## config.mk

```make
export PLATFORM = sky130hd
export DESIGN_NAME = uncached_load
export DESIGN_NICKNAME = d
export VERILOG_FILES = /design/src/logic/fetch_pkg.sv /design/src/logic/uncached_load.sv
export SDC_FILE = /design/constraint.sdc
export NUM_CORES = 1
export LEC_CHECK = 0
export BUFFER_PORTS_ARGS = -buffer_cell sky130_fd_sc_hd__buf_2
export CAP_MARGIN = 20
export CORE_MARGIN = 1
export CORE_UTILIZATION = 30
export CTS_CLUSTER_SIZE = 8
export DETAILED_ROUTE_END_ITERATION = 7
export SYNTH_ARGS = -nofsm -noshare
export SYNTH_HDL_FRONTEND = slang
export SYNTH_SLANG_ARGS = --single-unit
```

## constraint.sdc

```tcl
create_clock -name clk -period 3.05 [get_ports clk]
set_input_delay 0.4575 -clock clk [delete_from_list [all_inputs] [get_ports clk]]
set_output_delay 0.4575 -clock clk [all_outputs]
set_load 0.005 [all_outputs]
```

## src/logic/fetch_pkg.sv

```systemverilog
// Shared widths, region constants and bus types for the fetch side
// Single-way I-cache, one 64-bit window per bus beat, identity translation
// Code region must be a multiple of the line size and aligned to it
package fetch_pkg;

   localparam int unsigned AW          = 32;   // Address width
   localparam int unsigned INSN_W      = 32;
   localparam int unsigned FETCH_LANES = 2;    // Instructions per window
   localparam int unsigned WIN_BYTES   = 8;
   localparam int unsigned BUS_DW      = 64;   // One window per beat

   localparam int unsigned LINE_BYTES  = 32;
   localparam int unsigned LINE_BEATS  = 4;
   localparam int unsigned IC_SETS     = 32;
   localparam int unsigned IC_WAYS     = 1;    // Direct mapped
   localparam int unsigned IC_LINES    = IC_WAYS * IC_SETS;
   localparam int unsigned PAGE_BITS   = 12;

   localparam logic [AW-1:0] RESET_PC     = 32'h0000_0000;
   localparam logic [AW-1:0] REGION_BYTES = 32'd1024;   // Same as cache size

   // Derived field widths
   localparam int unsigned WIN_OFF_W = $clog2(WIN_BYTES);
   localparam int unsigned IC_OFF_W  = $clog2(LINE_BYTES);
   localparam int unsigned IC_IDX_W  = $clog2(IC_SETS);
   localparam int unsigned IC_TAG_W  = AW - IC_IDX_W - IC_OFF_W;
   localparam int unsigned BEAT_W    = $clog2(LINE_BEATS);
   localparam logic [BEAT_W-1:0] LAST_BEAT = BEAT_W'(LINE_BEATS - 1);

   // Bus ids
   localparam int unsigned ID_W = 1;
   localparam logic [ID_W-1:0] ID_FETCH = 1'b0;
   localparam logic [ID_W-1:0] ID_LOAD  = 1'b1;

   // Cache view of an address
   typedef struct packed {
      logic [IC_TAG_W-1:0] tag;
      logic [IC_IDX_W-1:0] idx;
      logic [IC_OFF_W-1:0] off;
   } ic_addr_t;

   // Page view, index bits sit inside the page offset
   typedef struct packed {
      logic [AW-PAGE_BITS-1:0] ppn;
      logic [PAGE_BITS-1:0]    vpo;
   } page_addr_t;

   typedef union packed {
      ic_addr_t   ic;
      page_addr_t pg;
   } fetch_addr_u;

   typedef struct packed {
      logic                                valid;
      logic [AW-1:0]                       addr;   // Window base
      logic [FETCH_LANES-1:0][INSN_W-1:0] insn;   // Lane 0 at lower address
   } fetch_window_t;

   typedef struct packed {
      logic              valid;
      logic [AW-1:0]     addr;
      logic [BEAT_W-1:0] len;    // Beats minus one
      logic [ID_W-1:0]   id;
   } rd_ar_t;

   typedef struct packed {
      logic              valid;
      logic [BUS_DW-1:0] data;
      logic              last;
      logic [ID_W-1:0]   id;
   } rd_r_t;

endpackage

```

## src/logic/uncached_load.sv

```systemverilog
// Uncached single-beat load port, one request outstanding
// Requests while busy are ignored, address is aligned down to 8 bytes
`timescale 1ns/1ps

module uncached_load (
   input  logic                         clk,
   input  logic                         rst_i,
   input  logic                         ld_req_i,    // One-cycle pulse
   input  logic [fetch_pkg::AW-1:0]     ld_addr_i,
   output logic                         ld_busy_o,
   output logic                         ld_done_o,
   output logic [fetch_pkg::BUS_DW-1:0] ld_data_o,
   output fetch_pkg::rd_ar_t            ar_o,
   input  logic                         ar_ready_i,
   input  fetch_pkg::rd_r_t             r_i,
   output logic                         r_ready_o
);

   logic                         busy_q;
   logic                         ar_pend_q;   // ar not yet accepted
   logic                         done_q;
   logic [fetch_pkg::AW-1:0]     addr_q;
   logic [fetch_pkg::BUS_DW-1:0] data_q;
   logic                         r_fire;

   assign r_ready_o = busy_q && !ar_pend_q;   // Wait for the beat after ar
   assign r_fire    = r_i.valid && r_ready_o;

   always_ff @(posedge clk) begin
      if (rst_i) begin
         busy_q    <= 1'b0;
         ar_pend_q <= 1'b0;
         done_q    <= 1'b0;
      end else begin
         done_q <= r_fire;   // Pulse with the captured data
         if (ld_req_i && !busy_q) begin
            busy_q    <= 1'b1;
            ar_pend_q <= 1'b1;
         end else begin
            if (ar_pend_q && ar_ready_i)
               ar_pend_q <= 1'b0;
            if (r_fire)
               busy_q <= 1'b0;   // Falls with done
         end
      end
   end

   // Payload
   always_ff @(posedge clk) begin
      if (ld_req_i && !busy_q)
         addr_q <= {ld_addr_i[fetch_pkg::AW-1:fetch_pkg::WIN_OFF_W],
                    {fetch_pkg::WIN_OFF_W{1'b0}}};
      if (r_fire)
         data_q <= r_i.data;
   end

   always_comb begin
      ar_o.valid = ar_pend_q;
      ar_o.addr  = addr_q;
      ar_o.len   = '0;   // Single beat
      ar_o.id    = fetch_pkg::ID_LOAD;
   end

   assign ld_busy_o = busy_q;
   assign ld_done_o = done_q;
   assign ld_data_o = data_q;

   // Caller waits for busy to drop
   a_no_req_busy : assert property (@(posedge clk) disable iff (rst_i)
      ld_req_i |-> !ld_busy_o);

endmodule

```

== Yosys cells after proc, flatten, opt, wreduce, memory -nomap -nowiden ==
Index checks and enable logic that the tools add are counted.

* Register bits after elaboration: 96
* Bits of input ports: 103
* Output and inout bits: 103
* Logic and storage cells: 17

* Mux-type cells: 4
* Reductions and logical operators: 8

{| class="wikitable"
|+ Operators by type and width
! cell !! number
|-
| 1-bit logical AND || 4
|-
| 1-bit 2-to-1 mux || 4
|-
| 2-bit nonzero test || 2
|-
| 1-bit logical NOT || 2
|}

== Longest topological paths before layout ==
Gate-level depths: netlist (run 1).

* Depth after elaboration: 5
* Depth in mapped cells: 2
* Depth with buffers taken out: 2

== Least setup slack after synthesis (run 1) ==
Ideal clock, no wire load.

* Path type: input to register
* From: input r_i[66] in the netlist's numbering
* To: register data_q, in the netlist ld_data_o[0], enable pin
* Setup time: 0.431 ns
* Data arrival time: 2.065 ns
* Required time: 2.619 ns
* Path slack: 0.553 ns
* Stages on the path: 1
* Path buffers: 0
* Cells stage by stage: and3b_1

* Cells in the longest elaborated chain, start to end: 1

{| class="wikitable"
|+ RTL lines
! what !! line !! RTL
|-
| from (decl) || uncached_load.sv:15 || <nowiki>input fetch_pkg::rd_r_t r_i,</nowiki>
|-
| 1-bit logical AND || uncached_load.sv:27 || <nowiki>assign r_fire = r_i.valid && r_ready_o;</nowiki>
|-
| to (signal assigned) || uncached_load.sv:54 || <nowiki>data_q <= r_i.data;</nowiki>
|-
| to (decl) || uncached_load.sv:23 || <nowiki>logic [fetch_pkg::BUS_DW-1:0] data_q;</nowiki>
|}

Every way passes these cells.
A chain may end at the register's enable or synchronous reset.

== Worst setup path in the final report (run 1) ==
* From: register busy_q, in the netlist ld_busy_o
* To: output r_ready_o

* Cells in the longest elaborated chain, start to end: 1

{| class="wikitable"
|+ RTL lines
! what !! line !! RTL
|-
| from (decl) || uncached_load.sv:19 || <nowiki>logic busy_q;</nowiki>
|-
| from (signal assigned) || uncached_load.sv:31 || <nowiki>busy_q <= 1'b0;</nowiki>
|-
| from (signal assigned) || uncached_load.sv:37 || <nowiki>busy_q <= 1'b1;</nowiki>
|-
| from (signal assigned) || uncached_load.sv:43 || <nowiki>busy_q <= 1'b0;</nowiki>
|-
| 1-bit logical AND || uncached_load.sv:26 || <nowiki>assign r_ready_o = busy_q && !ar_pend_q;</nowiki>
|-
| to (decl) || uncached_load.sv:16 || <nowiki>output logic r_ready_o</nowiki>
|}

Every way passes these cells.

==> summary.md, run 1 <==
| Metric | Value |
|---|---|
| Mapped Area | `2970 um2` |
| Setup_tns | `0 ps` |
| Clk root buf | `clkbuf_8` |
| RSZ-0062 raised after global routing | `false` |
| ANT nets after route | `0` |
| Pin count of the biggest net entering global routing | `37` |
| FMAX | `675 MHz` |
| Worst flop-to-flop path endpoint | `ld_data_o[47]` |
| Clock buffer depth | `2` |
| Critical Path Fanout Max | `5` |
| Fraction of layout cells with a size suffix above 1 | `0.669` |
| TritonCTS clock tree | `yes` |
| Final design utilization | `0.457` |
| Cell area power density | `594 nW/um2` |
| Worst Path Arrival | `1020 ps` |
| Pins Over Slew Limit | `0` |
| Hold buffers post-CTS | `0` |
| CTS buffer count | `9` |
| Skew final | `9.39 ps` |
| Placed cell areas | `4090 um2` |
| TritonRoute pass-1 iters | `4` |
| Flop2flop setup slack | `1640 ps` |
| Count of different cell masters after synthesis | `10` |
| Core area | `9420 um2` |
| Crit-path max cell delay | `420 ps` |
| Worst hold stages | `1` |
| Num ports | `206` |
| Final Hold Fails | `0` |
| Syn_area_per_cell | `26.3 um2` |
| Setup CP Type | `reg2out` |
| Max VDD drop | `0.000312 V` |
| Crit. End Element | `output port` |
| Pre-CTS setup slack | `1500 ps` |
| Flops & latches, synth | `96` |
| Tcrit/Tclk final | `0.486` |
| Min-Delay Path Class | `in2reg` |
| Fin area | `4300 um2` |
| Die width | `102 um` |
| Initial antenna violation count | `0` |
| Rows | `35` |
| Yosys warns | `0` |
| Final setup violation count | `0` |
| Cells after Synth | `113` |
| Vias in the first global route | `1915` |
| Seq/Total Area, Yosys | `0.960` |
| DRT iter0 DRCs | `64` |
| Total GRT Usage | `0.128` |
| Routed wire length | `6530 um` |
| Total grt overflow | `0` |
| Post-CTS Resized | `0` |
| Crit-path cells | `nor2b_1 -> buf_2` |
| Routed len/inst | `14.4 um` |
| Die ar. | `10300 um2` |
| Net total in the final layout | `421` |
| Reg2Reg Depth | `2` |
| CTS H-tree lvls | `3` |
| Via density | `3.95` |
| GPL Wtd Cong | `0.761` |
| Final critical-path required period | `1480 ps` |
| Slack of the critical path | `1570 ps` |
| P_leak | `1.83 nW` |
| HPWL after DPL | `4910 um` |
| Detailed-route DRC error count | `0` |
| Status | `finished clean` |
| Max Cap Viol | `0` |
| Clock Latency Late Sink | `350 ps` |
| Critical path data required time | `2590 ps` |
| Post-route non-filler standard cell count | `452` |
| Hold Crit Start | `ld_addr_i[20]` |
| Placed cells | `436` |
| First-pass GRT wire length | `9510 um` |
| CP Launch Type | `register` |
| Area Overhead vs Synth | `44.7%` |
| Hold Path End | `addr_q[20]` |
| Via count | `1785` |
| CTS sink cnt | `96` |
| Clock slew at reported path FFs | `100 ps` |
| Initial core utilization | `0.316` |
| Post CTS Setup Buffer Count | `0` |
| Port bufs | `194` |
| Die H | `102 um` |
| CP max stage cell | `dfxtp_1` |
| Number of diodes | `0` |
| RR Startpoint | `ld_busy_o` |
## worst max-delay path, delay by kind of cell, from the launching register on
family,cells,cell delay [ps]
DFF,1,420
and+or+nand+nor,1,150
buffers and inverters,1,110
## logic make-up (layout without fill, tap and decap cells)
group           Yosys count  count (layout)  synth area share
buf+inv                   7             213            0.0177
flops                    96              96             0.960
simple gates              7               7            0.0164
other cells               2               6           0.00253
compound gates            1               1           0.00337
## sequential cells by signal, indices dropped and copies added (netlist names)
register / count
ar_pend_q: 1
ld_data_o: 64
addr_q: 29
ld_done_o: 1
ld_busy_o: 1
## stage by stage
stage          total power, mW  hold WS [ps]
6_report                  2.55           266
5_1_grt                   2.66           235
4_1_cts                   2.60           243
3_5_place_dp              1.72           566
3_3_place_gp              1.72           566
2_1_floorplan             1.60           527
## how the worst max path moves through the flow
| stage | startpoint | end | slack (ps) |
|---|---|---|---|
| floorplan | r_i[66] | ld_data_o[0] | 550 |
| global placement | r_i[66] | ld_data_o[0] | 1540 |
| detailed placement | r_i[66] | ld_data_o[0] | 1500 |
| CTS | ld_busy_o | r_ready_o | 1540 |
| global route | ld_busy_o | r_ready_o | 1490 |
| finish | ld_busy_o | r_ready_o | 1570 |
## area by class of cell
class / count / area (um2)
well taps: 129 / 161
repair buffers: 197 / 993
clock buffers: 9 / 124
clock inverters: 7 / 83.8
flip-flops and latches: 96 / 2850
multi-input cells: 14 / 85.1
fillers: 873 / 5110
## Yosys cell counts
cell type  count  area share
nor2b_1        3      0.0063
buf_4          7       0.018
o21ba_1        1      0.0034
and3b_1        1      0.0029
nor3_2         1      0.0034
conb_1         2      0.0025
edfxtp_1      93        0.94
nor2_1         1      0.0013
dfxtp_1        3       0.020
and2b_1        1      0.0025
## cell usage in the layout (no fill, tap or decap)
cell	netlist	layout
o21ba_1	1	1
inv_6	0	3
dfxtp_1	3	3
and2b_1	1	1
nor2b_1	3	2
buf_2	0	194
nor2_1	1	1
conb_1	2	6
clkinvlp_4	0	1
inv_8	0	1
edfxtp_1	93	93
clkinv_4	0	1
and3b_2	0	1
nor3_2	1	1
bufinv_16	0	1
clkbuf_8	0	9
buf_4	7	3
nor2b_2	0	1
## power breakdown
| part | internal [mW] | switching [mW] |
|---|---|---|
| Combinational | 0.0835 | 0.0770 |
| Clock | 0.395 | 0.470 |
| Sequential | 1.51 | 0.0139 |
## layer usage
metal,GRT usage,share of wire,vias up
met3,0.0794,0.13,5
li1,-,-,838
met2,0.200,0.48,126
met1,0.144,0.38,816
met5,0,0,-
met4,0.0468,0.010,0
Note: power is estimated with default switching activity, not from simulation.
==> inputs of run 2 (changes only) <==
==> constraint.sdc (replaced) <==
create_clock -name clk -period 1.4 [get_ports clk]
set_input_delay 0.21 -clock clk [delete_from_list [all_inputs] [get_ports clk]]
set_output_delay 0.21 -clock clk [all_outputs]
set_load 0.005 [all_outputs]
==> summary.md, run 2 (synthesized netlist as in run 1, its figures left out) <==
| Metric | Value |
|---|---|
| Status | `finished clean (unchanged)` |
| Fillers | `832 (was 873)` |
| Metal3 WL | `787 um (was 834 um)` |
| Pin count of the biggest net entering global routing | `35 (was 37)` |
| Final Hold Fails | `0 (unchanged)` |
| Net total in the final layout | `424 (was 421)` |
| Worst Path Arrival | `1010 ps (was 1020 ps)` |
| Rows | `35 (unchanged)` |
| Tot Pwr | `5.23 mW (was 2.55 mW)` |
| Vias in the first global route | `1772 (was 1915)` |
| ANT nets after route | `0 (unchanged)` |
| Reg2Reg Depth | `2 (unchanged)` |
| Post-route non-filler standard cell count | `455 (was 452)` |
| Detailed-route DRC error count | `0 (unchanged)` |
| CTS sink cnt | `96 (unchanged)` |
| Commonest non-fill, non-tap cell in the layout | `buf_2 (unchanged)` |
| P_leak | `1.82 nW (was 1.83 nW)` |
| Port bufs | `194 (unchanged)` |
| Fin area | `4340 um2 (was 4300 um2)` |
| Area Overhead vs Synth | `45.9% (was 44.7%)` |
| Crit-path max cell delay | `400 ps (was 420 ps)` |
| Via count | `1831 (was 1785)` |
| Crit-path cells | `nor2b_1 -> buf_2 (unchanged)` |
| Clk root buf | `clkbuf_8 (unchanged)` |
| Worst hold stages | `1 (unchanged)` |
| Post-Route M1 WL | `2420 um (was 2480 um)` |
| Total grt overflow | `0 (unchanged)` |
| Final critical-path required period | `1220 ps` |
| Total GRT Usage | `0.112 (was 0.128)` |
| Number of diodes | `0 (unchanged)` |
| First-pass GRT wire length | `8450 um (was 9510 um)` |
| Die H | `102 um (unchanged)` |
| DRT iter0 DRCs | `33 (was 64)` |
| Delay-heaviest family, CP | `flip-flops (unchanged)` |
| Largest register FFs | `64 (unchanged)` |
| Placed cell areas | `4140 um2 (was 4090 um2)` |
| Tcrit/Tclk final | `0.872` |
| TritonCTS clock tree | `yes (unchanged)` |
| HPWL after DPL | `4540 um (was 4910 um)` |
| Min-Delay Path Class | `in2reg (unchanged)` |
| Via density | `4.02 (was 3.95)` |
| Routed wire length | `6000 um (was 6530 um)` |
| Final setup violation count | `0 (unchanged)` |
| TritonRoute pass-1 iters | `4 (unchanged)` |
| Post-CTS Resized | `0 (unchanged)` |
| Max layer used | `met4 (unchanged)` |
| Clock slew at reported path FFs | `90 ps (was 100 ps)` |
| Die width | `102 um (unchanged)` |
| Initial antenna violation count | `0 (unchanged)` |
| GPL Wtd Cong | `0.678 (was 0.761)` |
| Clock Latency Late Sink | `340 ps (was 350 ps)` |
| Post CTS Setup Buffer Count | `0 (unchanged)` |
| Footprint of the multi-input gates | `92.6 um2 (was 85.1 um2)` |
| Max VDD drop | `0.000543 V (was 0.000312 V)` |
| Crit. End Element | `output port (unchanged)` |
| Routed len/inst | `13.2 um (was 14.4 um)` |
| Core area | `9420 um2 (unchanged)` |
| CP bufs+invs | `1 (unchanged)` |
| Placed cells | `436 (unchanged)` |
| CTS H-tree lvls | `3 (unchanged)` |
| Setup CP Type | `reg2out (unchanged)` |
| FMAX | `819 MHz` |
| Reg area | `2860 um2 (was 2850 um2)` |
| CP Launch Type | `register (unchanged)` |
| WL met2 | `2770 um (was 3150 um)` |
| Most frequent cells in the layout | `194 x buf_2, 93 x edfxtp_1, 9 x clkbuf_8, 6 x conb_1, 4 x clkinvlp_4 (was 194 x buf_2, 93 x edfxtp_1, 9 x clkbuf_8, 6 x conb_1)` |
| Clock buffer depth | `2 (unchanged)` |
| Die ar. | `10300 um2 (unchanged)` |
| Crit path depth | `2 (unchanged)` |
| Pins Over Slew Limit | `0 (unchanged)` |
| Skew final | `7.83 ps (was 9.39 ps)` |
| Critical path data required time | `1190 ps (was 2590 ps)` |
| RSZ-0062 raised after global routing | `false (unchanged)` |
| CP max stage cell | `dfxtp_2 (was dfxtp_1)` |
| Max Cap Viol | `0 (unchanged)` |
| Cell area power density | `1210 nW/um2 (was 594 nW/um2)` |
| Fraction of layout cells with a size suffix above 1 | `0.660 (was 0.669)` |
| CTS buffer count | `9 (unchanged)` |
| Num ports | `206 (unchanged)` |
| Hold buffers post-CTS | `0 (unchanged)` |
| Critical Path Fanout Max | `5 (unchanged)` |
| Initial core utilization | `0.316 (unchanged)` |
-- run 2: changes by cell type in the layout (fill, tap and decap cells not counted), moves of 2 or more --
cell / change
clkinvlp_4: +3
clkbuf_1: +2
dfxtp_2: +2
buf_4: -3
dlygate4sd3_1: +3
inv_6: -3
dfxtp_1: -2
buf_12: +3
-- run 2: cell type report --
type | instances | share of cell area
clock buffer | 11 | 0.0303
clock inverter | 5 | 0.00779
multi-input combinational | 14 | 0.0214
sequential | 96 | 0.659
tap | 129 | 0.0372
timing repair buffer | 200 | 0.245
-- run 2: worst paths after layout --
path | start | to | slack, ps
worst max-delay path | ld_busy_o | r_ready_o | 180
worst max register to register | ar_pend_q | ld_data_o[20] | 200
worst min-delay path | ld_addr_i[9] | addr_q[9] | 40
worst min register to register | ld_busy_o | ld_busy_o | 570
-- run 2: through the flow --
| stage | worst slack, ps | utilization | hold WS [ps] | TNS [ps] |
|---|---|---|---|---|
| finish | 179 | 0.460 | 37.9 | 0 |
| global route | 96.6 | 0.460 | 0.212 | 0 |
| global placement | 232 | 0.440 | 386 | 0 |
| floorplan | -65.2 | - | 272 | -4170 |
| CTS | 137 | 0.457 | 4.82 | 0 |
| detailed placement | 204 | 0.440 | 388 | 0 |
-- run 2: worst register-to-register path: cells and delay by family, from the launching register on --
family	cells	cell delay, ps
simple gates	1	330
flops	1	340
buf+inv	1	200
-- run 2: power by group --
group / switching, mW / total, mW / internal [mW]
Combinational: 0.171 / 0.375 / 0.204
Clock: 0.880 / 1.52 / 0.641
Sequential: 0.0323 / 3.33 / 3.30
-- run 2: routing by layer --
metal	GRT usage	vias to the layer above
met3	0.0628	4
li1	-	839
met5	0	-
met2	0.177	153
met1	0.129	835
met4	0.0334	0
