$ cat config.mk
export PLATFORM = sky130hd
export DESIGN_NAME = fetch_pc_gen
export DESIGN_NICKNAME = d
export VERILOG_FILES = /design/src/logic/fetch_pkg.sv /design/src/logic/fetch_pc_gen.sv
export SDC_FILE = /design/constraint.sdc
export NUM_CORES = 1
export LEC_CHECK = 0
export BUFFER_PORTS_ARGS = -buffer_cell sky130_fd_sc_hd__buf_2
export CAP_MARGIN = 20
export CORE_MARGIN = 2
export CORE_UTILIZATION = 60
export CTS_CLUSTER_DIAMETER = 100
export DETAILED_ROUTE_END_ITERATION = 12
export GPL_TIMING_DRIVEN = 0
export PLACE_DENSITY = 0.85
export SETUP_SLACK_MARGIN = 0.1
export SYNTH_ARGS = -nofsm -noshare
export SYNTH_HDL_FRONTEND = slang
export SYNTH_SLANG_ARGS = --single-unit
$ cat constraint.sdc
create_clock -name clk -period 6.5 [get_ports clk]
set_clock_uncertainty 0.2 [all_clocks]
set_input_delay 0.65 -clock clk [delete_from_list [all_inputs] [get_ports clk]]
set_output_delay 0.65 -clock clk [all_outputs]
set_load 0.02 [all_outputs]
$ cat src/logic/fetch_pkg.sv
// Shared widths, region constants and bus types for the fetch side
// Single-way I-cache, one 64-bit window per bus beat, identity translation
// Code region must be a multiple of the line size and aligned to it
package fetch_pkg;

   localparam int unsigned AW          = 32;   // Address width
   localparam int unsigned INSN_W      = 32;
   localparam int unsigned FETCH_LANES = 2;    // Instructions per window
   localparam int unsigned WIN_BYTES   = 8;
   localparam int unsigned BUS_DW      = 64;   // One window per beat

   localparam int unsigned LINE_BYTES  = 32;
   localparam int unsigned LINE_BEATS  = 4;
   localparam int unsigned IC_SETS     = 32;
   localparam int unsigned IC_WAYS     = 1;    // Direct mapped
   localparam int unsigned IC_LINES    = IC_WAYS * IC_SETS;
   localparam int unsigned PAGE_BITS   = 12;

   localparam logic [AW-1:0] RESET_PC     = 32'h0000_0000;
   localparam logic [AW-1:0] REGION_BYTES = 32'd1024;   // Same as cache size

   // Derived field widths
   localparam int unsigned WIN_OFF_W = $clog2(WIN_BYTES);
   localparam int unsigned IC_OFF_W  = $clog2(LINE_BYTES);
   localparam int unsigned IC_IDX_W  = $clog2(IC_SETS);
   localparam int unsigned IC_TAG_W  = AW - IC_IDX_W - IC_OFF_W;
   localparam int unsigned BEAT_W    = $clog2(LINE_BEATS);
   localparam logic [BEAT_W-1:0] LAST_BEAT = BEAT_W'(LINE_BEATS - 1);

   // Bus ids
   localparam int unsigned ID_W = 1;
   localparam logic [ID_W-1:0] ID_FETCH = 1'b0;
   localparam logic [ID_W-1:0] ID_LOAD  = 1'b1;

   // Cache view of an address
   typedef struct packed {
      logic [IC_TAG_W-1:0] tag;
      logic [IC_IDX_W-1:0] idx;
      logic [IC_OFF_W-1:0] off;
   } ic_addr_t;

   // Page view, index bits sit inside the page offset
   typedef struct packed {
      logic [AW-PAGE_BITS-1:0] ppn;
      logic [PAGE_BITS-1:0]    vpo;
   } page_addr_t;

   typedef union packed {
      ic_addr_t   ic;
      page_addr_t pg;
   } fetch_addr_u;

   typedef struct packed {
      logic                                valid;
      logic [AW-1:0]                       addr;   // Window base
      logic [FETCH_LANES-1:0][INSN_W-1:0] insn;   // Lane 0 at lower address
   } fetch_window_t;

   typedef struct packed {
      logic              valid;
      logic [AW-1:0]     addr;
      logic [BEAT_W-1:0] len;    // Beats minus one
      logic [ID_W-1:0]   id;
   } rd_ar_t;

   typedef struct packed {
      logic              valid;
      logic [BUS_DW-1:0] data;
      logic              last;
      logic [ID_W-1:0]   id;
   } rd_r_t;

endpackage

$ cat src/logic/fetch_pc_gen.sv
// Linear fetch PC, one window per cycle, no branch redirect
// PC wraps to RESET_PC at the end of the code region
// Lookup address is the next PC, so a stall replays the held window
`timescale 1ns/1ps

module fetch_pc_gen (
   input  logic                   clk,
   input  logic                   rst_i,
   input  logic                   stall_i,        // From I-cache stage 2
   output fetch_pkg::fetch_addr_u fetch_vaddr_o   // Stage 1 lookup address
);

   // First address past the region
   localparam logic [fetch_pkg::AW-1:0] REGION_END =
      fetch_pkg::RESET_PC + fetch_pkg::REGION_BYTES;
   // Last window of the region, so the first lookup is RESET_PC
   localparam logic [fetch_pkg::AW-1:0] PC_INIT =
      REGION_END - fetch_pkg::WIN_BYTES;

   logic [fetch_pkg::AW-1:0] pc;
   logic [fetch_pkg::AW-1:0] pc_inc;
   logic [fetch_pkg::AW-1:0] pc_nxt;

   // Next window with wrap
   always_comb begin
      pc_inc = pc + fetch_pkg::WIN_BYTES;
      if (pc_inc == REGION_END)
         pc_inc = fetch_pkg::RESET_PC;
   end

   always_comb begin
      if (stall_i)
         pc_nxt = pc;   // Hold, stage 1 looks up the stalled window again
      else
         pc_nxt = pc_inc;
   end

   always_ff @(posedge clk) begin
      if (rst_i)
         pc <= PC_INIT;
      else
         pc <= pc_nxt;
   end

   // Window aligned by construction
   assign fetch_vaddr_o = pc_nxt;

endmodule

== Word level (Yosys, flattened, before mapping) ==
Cells that the tools add are included.
W data, S select, Z words.

* Bits in registers: 32
* Input bits: 3
* Word-level logic and storage cells: 5
* Output and inout bits: 32

* Equal/unequal tests: 1
* $add $sub $neg: 1
* Mux-type cells: 2

{| class="wikitable"
|+ Operators by type and width
! operator !! number
|-
| $mux W32 || 2
|-
| $add A32 B4 Y32 const B || 1
|-
| $eq A32 B11 Y1 const B || 1
|}

== Logic depth before layout (Yosys ltp) ==
Gate-level depths: netlist (run 1).

* Word-level depth: 4
* Gate-level depth with buffers: 10
* Depth with buffers taken out: 9

== Worst setup path before layout (run 1) ==
No wires, ideal clock.

* Kind: register to output
* Start: reg pc[3] in the netlist's numbering
* End: out fetch_vaddr_o[10] in the netlist's numbering
* Path slack: 3.443 ns
* Buffers on the path: 0
* Required time: 5.650 ns
* Data arrival time: 2.207 ns
* Stages on the path, launching flop included: 10
* Cells stage by stage: dfxtp_1 > ha_1 > nand4_2 > nor4_4 > nand4_1 > xnor2_1 > a2111oi_2 > and4b_1 > a21o_1 > nand2_1

{| class="wikitable"
|+ RTL lines
! element !! RTL line !! text
|-
| from (decl) || fetch_pc_gen.sv:20 || <nowiki>logic [fetch_pkg::AW-1:0] pc;</nowiki>
|-
| from (signal assigned) || fetch_pc_gen.sv:42 || <nowiki>pc <= pc_nxt;</nowiki>
|-
| to (decl) || fetch_pc_gen.sv:10 || <nowiki>output fetch_pkg::fetch_addr_u fetch_vaddr_o</nowiki>
|}

==> impl_metrics.tcl, run 1 <==
set metrics [dict create \
    status "finished, final reports clean" \
    ioPinCount 35 \
    port_buffers 34 \
    clkTransAtPathRegs_ns 0.09 \
    syn_avg_cell_area_um2 8.11 \
    crit_type "reg -> out" \
    final_layout_size_suffix_gt1_share_pct 22.8 \
    grt.busiest_layer "met2" \
    clk_latency_ns 0.34 \
    core_um2 3280 \
    postLayoutCellArea_um2 2300 \
    total_power_uw 469 \
    ys_ff_latch 32 \
    final_util_pct 70.0 \
    wl_um 4520 \
    slew_viol_final 0 \
    use_met3_pct 4.97 \
    post-route-period-util_pct 60.4 \
    fmax_mhz 255 \
    cts_buffers 5 \
    async_reset_ff_share_pct 0 \
    grt_use_met2_pct 45.4 \
    hold_violations 0 \
    first_pass_iters 4 \
    drt_iter0_drc 107 \
    fin_nets 293 \
    cp_max_fo 7 \
    min_to "pc[2]" \
    fp.dieH_um 61.9 \
    h-tree-depth 2 \
    rows 21 \
    hp-class "reg -> reg" \
    reg_top3 "pc: 32 flops" \
    cts_root_buf "clkbuf_4" \
    syn_to_final_growth_pct 14.2 \
    synthCells 248 \
    ys_seq_area_share_pct 31.8 \
    hpwl_um 3370 \
    grt_pass1_wl_um 7130 \
    r2r_cells 9 \
    gp_congestion 0.890 \
    synth_edf_count 0 \
    p_leak_nw 0.961 \
    grt_pass1_vias 1654 \
    top_register "pc" \
    synthDistinctLibCells 43 \
    ys_warn_count 0 \
    syn_area_um2 2010 \
    setup_violations 0 \
    ant_nets 0 \
    r2r_slack_ns 3.58 \
    synth_nets 252 \
    dp.cells 328 \
    worst_pin_slew_ns 0.501 \
    r2r_start "pc[3]" \
    worstPathRequired_ns 5.65 \
    postCtsHoldBufs 0 \
    largest_reg_flops 32 \
    relSlewSlack_pct 66.6 \
    startpoint_type "flip-flop" \
    cts_sinks 32 \
    globalRouteTotalUtil_pct 25.1 \
    tns_ns 0 \
    tritoncts "done" \
    overflow 0 \
    holdWs_ns 0.287 \
    grt_max_degree 11 \
    cts_buffer_depth 2 \
    num_antenna_cells 0 \
    die_area_um2 3830 \
    wl_per_cell_um 13.4 \
    antenna_found_initial 0 \
    min_path_cells 1 \
    cellPowerDensity_nw_per_um2 204 \
    initial_core_util_pct 61.3 \
    crit_path_end_kind "output pin" \
    cp.arrival_ns 3.08 \
    dp_worst_setup_slack_ns 2.99 \
    rsz0062_at_grt "false" \
    cts_setup_buffers 0 \
    synth_top_flop_cell "dfxtp_1" \
    vias_per_cell 5.68 \
    use_met1_pct 29.4 \
    instances_no_fill 336 \
    irDropWorstVdd_mv 0.154 \
    fin_ws_ns 2.57 \
    min_period_ns 3.93 \
    maxCapViolations 0 \
    postPlaceCellArea_um2 2240 \
    die_x_um 61.9 \
    ctsResizeCount 0 \
    hold_start "pc[2]" \
    via_count 1909 \
    r2r-end "pc[10]" \
    route.detailed.drc 0 \
]
-- synthesized netlist by cell type (2+ instances only) --
cell / number / area [um^2]
inv_1: 3 / 11.3
nand2_1: 19 / 71.3
a211oi_1: 6 / 45.0
or3_1: 2 / 12.5
a31oi_1: 2 / 12.5
nor2_1: 19 / 71.3
and4_2: 2 / 20.0
buf_2: 5 / 25.0
a21oi_1: 4 / 20.0
nand3_1: 19 / 95.1
dfxtp_1: 32 / 641
clkbuf_1: 11 / 41.3
nand4b_1: 2 / 17.5
nand4_2: 2 / 25.0
xor2_1: 14 / 123
o22ai_1: 3 / 18.8
nand4_1: 11 / 68.8
nor3_1: 8 / 40.0
xnor2_1: 23 / 201
nor4_1: 4 / 25.0
nor2b_1: 26 / 163
and3_1: 3 / 18.8
o21ai_0: 2 / 10.0
or2_2: 7 / 43.8
-- how the worst max path moves through the flow --
| stage | start | endpoint | slack, ns | cells after the start |
|---|---|---|---|---|
| global route | pc[3] | fetch_vaddr_o[10] | 2.35 | 10 |
| finish | pc[3] | fetch_vaddr_o[10] | 2.57 | 10 |
| floorplan | pc[3] | fetch_vaddr_o[10] | 3.44 | 9 |
| CTS | pc[3] | fetch_vaddr_o[10] | 2.58 | 10 |
| detailed placement | pc[3] | fetch_vaddr_o[10] | 2.99 | 10 |
| global placement | pc[3] | fetch_vaddr_o[10] | 3.03 | 10 |
-- logic make-up (layout without fill, tap and decap cells) --
group	count (synthesis)	count (layout)	share of synthesized area, %
AO/OA/AOI/OAI	22	22	7.71
XOR/XNOR	37	37	16.1
adder cells (fa/ha/maj)	1	1	0.622
buffers and inverters	21	63	4.66
flip-flops	32	32	31.8
multiplexers	2	2	1.06
AND/OR/NAND/NOR	133	133	38.0
-- routing by layer --
| metal | vias to the layer above | wire length (um) |
|---|---|---|
| met5 | - | 0 |
| met1 | 914 | 1980 |
| met3 | 7 | 197 |
| li1 | 940 | - |
| met2 | 48 | 2280 |
| met4 | 0 | 57 |
-- final cells by class --
class                           instances  area, um^2
Inverter                                3        11.3
Multi-Input combinational cell        195        1280
Clock buffer                            8        58.8
Buffer                                 18        82.6
Fill cell                             278         986
Tap cell                               46        57.6
Timing Repair Buffer                   34         170
Sequential cell                        32         641
-- power by group --
part	total, mW	switching (mW)	internal, mW
Combinational	0.131	0.0818	0.0494
Sequential	0.218	0.0125	0.205
Clock	0.120	0.0665	0.0533
-- worst max-delay path, stage by stage, from the launching register on --
cell and delay, ns:
dfxtp_1 0.49, ha_1 0.36, nand4_2 0.29, nor4_4 0.47
nand4_1 0.18, xnor2_1 0.18, a2111oi_2 0.22, and4b_1 0.25
a21o_1 0.11, nand2_1 0.05, buf_2 0.15
-- placed cells by master (no fill, tap or decap), types with 11 or more instances in the layout --
cell / Yosys / routed
nand4_1: 11 / 11
nand2_1: 19 / 19
buf_2: 5 / 39
xor2_1: 14 / 14
clkbuf_1: 11 / 13
nor2_1: 19 / 19
xnor2_1: 23 / 23
nand3_1: 19 / 19
dfxtp_1: 32 / 32
nor2b_1: 26 / 26
Note: power is estimated with default switching activity, not from simulation.
==> inputs of run 2 (changes only) <==
--- a/config.mk
+++ b/config.mk
@@ -5,14 +5,15 @@
 export SDC_FILE = /design/constraint.sdc
 export NUM_CORES = 1
 export LEC_CHECK = 0
+export ABC_AREA = 1
 export BUFFER_PORTS_ARGS = -buffer_cell sky130_fd_sc_hd__buf_2
 export CAP_MARGIN = 20
 export CORE_MARGIN = 2
-export CORE_UTILIZATION = 60
+export CORE_UTILIZATION = 57
 export CTS_CLUSTER_DIAMETER = 100
 export DETAILED_ROUTE_END_ITERATION = 12
 export GPL_TIMING_DRIVEN = 0
-export PLACE_DENSITY = 0.85
+export PLACE_DENSITY = 0.8
 export SETUP_SLACK_MARGIN = 0.1
 export SYNTH_ARGS = -nofsm -noshare
 export SYNTH_HDL_FRONTEND = slang
==> constraint.sdc (replaced) <==
create_clock -name clk -period 3.9 [get_ports clk]
set_clock_uncertainty 0.2 [all_clocks]
set_input_delay 0.39 -clock clk [delete_from_list [all_inputs] [get_ports clk]]
set_output_delay 0.39 -clock clk [all_outputs]
set_load 0.02 [all_outputs]
==> impl_metrics.tcl, run 2 <==
set metrics [dict create \
    wl_per_cell_um 12.1 \
    holdWs_ns 0.157 \
    tns_ns 0 \
    hp-class "in -> reg" \
    ctsResizeCount 0 \
    crit_type "reg -> out" \
    die_x_um 66.8 \
    yosys-top-cells-area "nand2_1 29%, dfxtp_1 29%, nor2_1 8.0%, a21oi_1 4.7%, inv_1 4.7%" \
    maxCapViolations 0 \
    tritoncts "done" \
    post-route-period-util_pct 77.9 \
    cellPowerDensity_nw_per_um2 298 \
    startpoint_type "flip-flop" \
    relSlewSlack_pct 63.8 \
    fmax_mhz 329 \
    cts_buffer_depth 2 \
    synthCells 385 \
    worstPathRequired_ns 3.31 \
    final_util_pct 69.0 \
    fin_nets 430 \
    grt_max_degree 11 \
    yosys.area.top_type_share_pct 28.8 \
    cts_sinks 32 \
    async_reset_ff_share_pct 0 \
    nFillCells 369 \
    vias_per_cell 5.11 \
    ys_ff_latch 32 \
    cts_setup_buffers 0 \
    overflow 0 \
    num_antenna_cells 0 \
    setup_violations 0 \
    final_common_cell "nand2_1" \
    cts_buffers 5 \
    min_period_ns 3.04 \
    dp.cells 467 \
    die_area_um2 4460 \
    syn_area_um2 2240 \
    rsz0062_at_grt "false" \
    globalRouteTotalUtil_pct 28.7 \
    gp_congestion 0.939 \
    synth_top_cell_by_area "nand2_1" \
    grt_pass1_wl_um 9560 \
    syn_avg_cell_area_um2 5.83 \
    ys_seq_area_share_pct 28.5 \
    ant_nets 0 \
    crit_path_end_kind "output pin" \
    irDropWorstVdd_mv 0.188 \
    fp.dieH_um 66.8 \
    top_register "pc" \
    p_leak_nw 1.23 \
    rows 22 \
    hpwl_um 4550 \
    worst_pin_slew_ns 0.543 \
    via_count 2428 \
    antenna_found_initial 0 \
    synthMostInstantiatedCell "nand2_1" \
    synth_edf_count 0 \
    postCtsHoldBufs 0 \
    total_power_uw 765 \
    largest_reg_flops 32 \
    drt_iter0_drc 234 \
    ys_top_cells_by_count "172 x nand2_1, 48 x nor2_1, 32 x dfxtp_1" \
    layout_common_cells "172 x nand2_1, 48 x nor2_1, 34 x buf_2, 32 x dfxtp_1, 28 x inv_1" \
    wl_um 5760 \
    synth_top_flop_cell "dfxtp_1" \
    first_pass_iters 4 \
    instances_no_fill 475 \
    cp.arrival_ns 2.45 \
    ys_warn_count 0 \
    ioPinCount 35 \
    port_buffers 34 \
    synth_nets 389 \
    synthDistinctLibCells 26 \
    grt_pass1_vias 2097 \
    syn_to_final_growth_pct 14.3 \
    h-tree-depth 2 \
    clk_latency_ns 0.28 \
    reg_top3 "pc: 32 flops" \
    cp_max_fo 7 \
    final_layout_size_suffix_gt1_share_pct 15.9 \
    route.detailed.drc 0 \
    slew_viol_final 0 \
    initial_core_util_pct 60.4 \
    status "finished, final reports clean" \
    cts_root_buf "clkbuf_8" \
    clkTransAtPathRegs_ns 0.07 \
    hold_violations 0 \
    core_um2 3720 \
]
## run 2: changes by cell type in the layout (fill, tap and decap cells not counted), moves of 8 or more
| cell | change |
|---|---|
| nand2_1 | +153 |
| nor2_1 | +29 |
| nor2b_1 | -26 |
| inv_1 | +25 |
| xnor2_1 | -22 |
| a21oi_1 | +17 |
| xor2_1 | -10 |
| nand4_1 | -8 |
| nor3_1 | -8 |
## run 2: worst max-delay path, stage by stage (launching register included)
cell,delay (ns)
dfxtp_1,0.49
ha_1,0.26
nand2_2,0.11
nor2_8,0.19
nand2_4,0.11
nor2_2,0.16
nand2_1,0.07
nand2_1,0.05
nand2_1,0.07
nor2_2,0.10
nand2_1,0.07
nor2_1,0.10
nand3_1,0.09
nand2_1,0.09
nand2_1,0.06
buf_2,0.15
## run 2: power breakdown
group | leakage (nW) | internal [mW] | switching, mW
Clock | 0.0455 | 0.144 | 0.123
Sequential | 0.260 | 0.335 | 0.0123
Combinational | 0.922 | 0.0475 | 0.103
## run 2: final timing paths
path	startpoint	endpoint	slack, ns	cells past startpoint
hold / removal	rst_i	pc[4]	0.16	2
hold reg to reg	pc[1]	pc[1]	0.24	2
setup / recovery	pc[3]	fetch_vaddr_o[10]	0.86	15
setup reg to reg	pc[3]	pc[10]	1.57	14
## run 2: kinds of logic after synthesis
kind of cell	share of synthesized area [%]
XOR/XNOR	1.95
AO/OA/AOI/OAI	7.36
buffers and inverters	8.14
adder cells (fa/ha/maj)	0.557
flip-flops	28.5
AND/OR/NAND/NOR	53.5
## run 2: routing by layer
layer | global-route usage, % | part of all wire [%]
met1 | 40.1 | 48
met2 | 45.4 | 43
met3 | 5.24 | 7.6
met4 | 7.40 | 1.1
met5 | 0 | 0
## run 2: layout make-up
class	instances	area, um^2	area share [%]
Buffer	11	70.1	2.73
Multi-Input combinational cell	312	1420	55.4
Sequential cell	32	641	25.0
Timing Repair Buffer	34	170	6.63
Tap cell	48	60.1	2.34
Inverter	30	113	4.39
Clock buffer	8	90.1	3.51
## run 2: metrics by stage
step                      worst slack (ns)  instance area, um^2
after floorplan                       1.54                 2240
after global placement                1.23                 2470
after detailed placement              1.18                 2470
after CTS                            0.867                 2560
after global routing                 0.625                 2560
final                                0.863                 2560
==> inputs of run 3 (changes only) <==
--- a/config.mk
+++ b/config.mk
@@ -9,11 +9,11 @@
 export BUFFER_PORTS_ARGS = -buffer_cell sky130_fd_sc_hd__buf_2
 export CAP_MARGIN = 20
 export CORE_MARGIN = 2
-export CORE_UTILIZATION = 57
+export CORE_UTILIZATION = 51
 export CTS_CLUSTER_DIAMETER = 100
 export DETAILED_ROUTE_END_ITERATION = 12
 export GPL_TIMING_DRIVEN = 0
-export PLACE_DENSITY = 0.8
+export PLACE_DENSITY = 0.76
 export SETUP_SLACK_MARGIN = 0.1
 export SYNTH_ARGS = -nofsm -noshare
 export SYNTH_HDL_FRONTEND = slang
==> constraint.sdc (replaced) <==
create_clock -name clk -period 2.5 [get_ports clk]
set_clock_uncertainty 0.2 [all_clocks]
set_input_delay 0.25 -clock clk [delete_from_list [all_inputs] [get_ports clk]]
set_output_delay 0.25 -clock clk [all_outputs]
set_load 0.02 [all_outputs]
==> impl_metrics.tcl, run 3 (same netlist as run 2, synthesis figures left out) <==
set metrics [dict create \
    core_um2 4290 \
    overflow 0 \
    hp-class "in -> reg" \
    irDropWorstVdd_mv 0.310 \
    worst_pin_slew_ns 0.541 \
    grt_max_degree 11 \
    min_period_ns 2.70 \
    port_buffers 34 \
    final_layout_size_suffix_gt1_share_pct 27.2 \
    startpoint_type "flip-flop" \
    top_register "pc" \
    tns_ns -0.273 \
    die_area_um2 4950 \
    crit_path_max_incr_delay_ns 0.37 \
    cts_buffers 5 \
    drt_iter0_drc 212 \
    final_common_cell "nand2_1" \
    grt_pass1_wl_um 10600 \
    crit_type "reg -> out" \
    status "complete, but fails checks" \
    grt_pass1_vias 2443 \
    cp_cell_sequence "nand2_1 > nor2_2 > nand2_1 > o21ai_0 > nand2_1 > nor2_1 > nand3_1 > nor2_1 > nand3_1 > nand2_1 > nand2_1 > buf_6" \
    gp_congestion 0.938 \
    reg_top3 "pc: 32 flops" \
    p_leak_nw 1.31 \
    maxCapViolations 0 \
    initial_core_util_pct 52.3 \
    vias_per_cell 5.17 \
    fin_nets 445 \
    route.detailed.drc 0 \
    cellPowerDensity_nw_per_um2 438 \
    crit_path_end_kind "output pin" \
    critPathSlowestCell "dfxtp_2" \
    cts_root_buf "clkbuf_8" \
    nFillCells 408 \
    clkTransAtPathRegs_ns 0.07 \
    clk_latency_ns 0.29 \
    post-route-period-util_pct 108 \
    via_count 2548 \
    antenna_found_initial 0 \
    dp.cells 471 \
    wl_per_cell_um 12.9 \
    die_x_um 70.3 \
    h-tree-depth 2 \
    rsz0062_at_grt "true" \
    largest_reg_flops 32 \
    final_util_pct 66.2 \
    cts_buffer_depth 2 \
    first_pass_iters 6 \
    instances_no_fill 493 \
    cts_sinks 32 \
    ioPinCount 35 \
    hpwl_um 4480 \
    layout_common_cells "166 x nand2_1, 37 x nor2_1, 30 x buf_2, 27 x inv_1, 20 x a21oi_1" \
    syn_to_final_growth_pct 26.6 \
    cp.arrival_ns 2.25 \
    num_antenna_cells 0 \
    tritoncts "done" \
    fp.dieH_um 70.3 \
    ant_nets 0 \
    fin_ws_ns -0.196 \
    relSlewSlack_pct 64.0 \
    violations "setup timing" \
    worstPathRequired_ns 2.05 \
    hold_violations 0 \
    crit_path_frequent_cell "nand2_1" \
    total_power_mw 1.24 \
    cp_max_fo 4 \
    fmax_mhz 371 \
    setup_violations 2 \
    globalRouteTotalUtil_pct 26.6 \
    rows 24 \
    wl_um 6370 \
    slew_viol_final 0 \
]
-- run 3: changes by cell type in the layout (fill, tap and decap cells not counted), sizes merged --
cell	previous run	this run
buf	35	50
clkbuf	17	15
clkinv	1	2
-- run 3: worst max-delay path, delay by kind of cell, from the launching register on --
kind,cells,cell delay [ns]
buffers and inverters,1,0.13
AOI/OAI and AO/OA,1,0.19
and+or+nand+nor,10,1.25
DFF,1,0.37
-- run 3: stage by stage --
stage                     instance area [um^2]  setup slack [ns]  hold WS, ns
after floorplan                           2240             0.284        0.157
after global placement                    2480           -0.0627        0.224
after detailed placement                  2480           -0.0920        0.227
after CTS                                 2700           -0.0651      0.00688
after global routing                      2840            -0.319       0.0256
final                                     2840            -0.196       0.0153
-- run 3: power breakdown --
part	switching [mW]	internal (mW)
sequential	0.0163	0.525
combinational	0.194	0.121
clock	0.198	0.189
-- run 3: cell type report --
cell class	count	area, um^2	area share (%)
Timing Repair Buffer	49	319	11.2
Clock buffer	6	72.6	2.55
Buffer	11	70.1	2.47
Inverter	30	113	3.96
Sequential cell	32	663	23.3
Tap cell	52	65.1	2.29
Multi-Input combinational cell	312	1530	54.0
Clock inverter	1	5.00	0.176
-- run 3: worst paths after layout --
kind / depth (start not counted) / from / slack [ns] / endpoint
max: 12 / pc[7] / -0.20 / fetch_vaddr_o[10]
min: 2 / rst_i / 0.02 / pc[3]
max reg2reg: 17 / pc[7] / -0.08 / pc[10]
min reg2reg: 2 / pc[1] / 0.24 / pc[1]
-- run 3: layer usage --
| layer | global-route usage (%) | share of wire [%] |
|---|---|---|
| met1 | 34.4 | 44 |
| met2 | 41.3 | 46 |
| met3 | 6.93 | 6.2 |
| met4 | 12.0 | 3.6 |
| met5 | 0 | 0 |
-- run 3: what timing repair did --
| action | in CTS | in global routing |
|---|---|---|
| setup buffers | 11 | 4 |
| gates resized for setup | 20 | 41 |
| pin swaps | 11 | 17 |
| hold buffers | 0 | 0 |
| cloned | 0 | 0 |
| setup endpoints to repair | 10 | 8 |
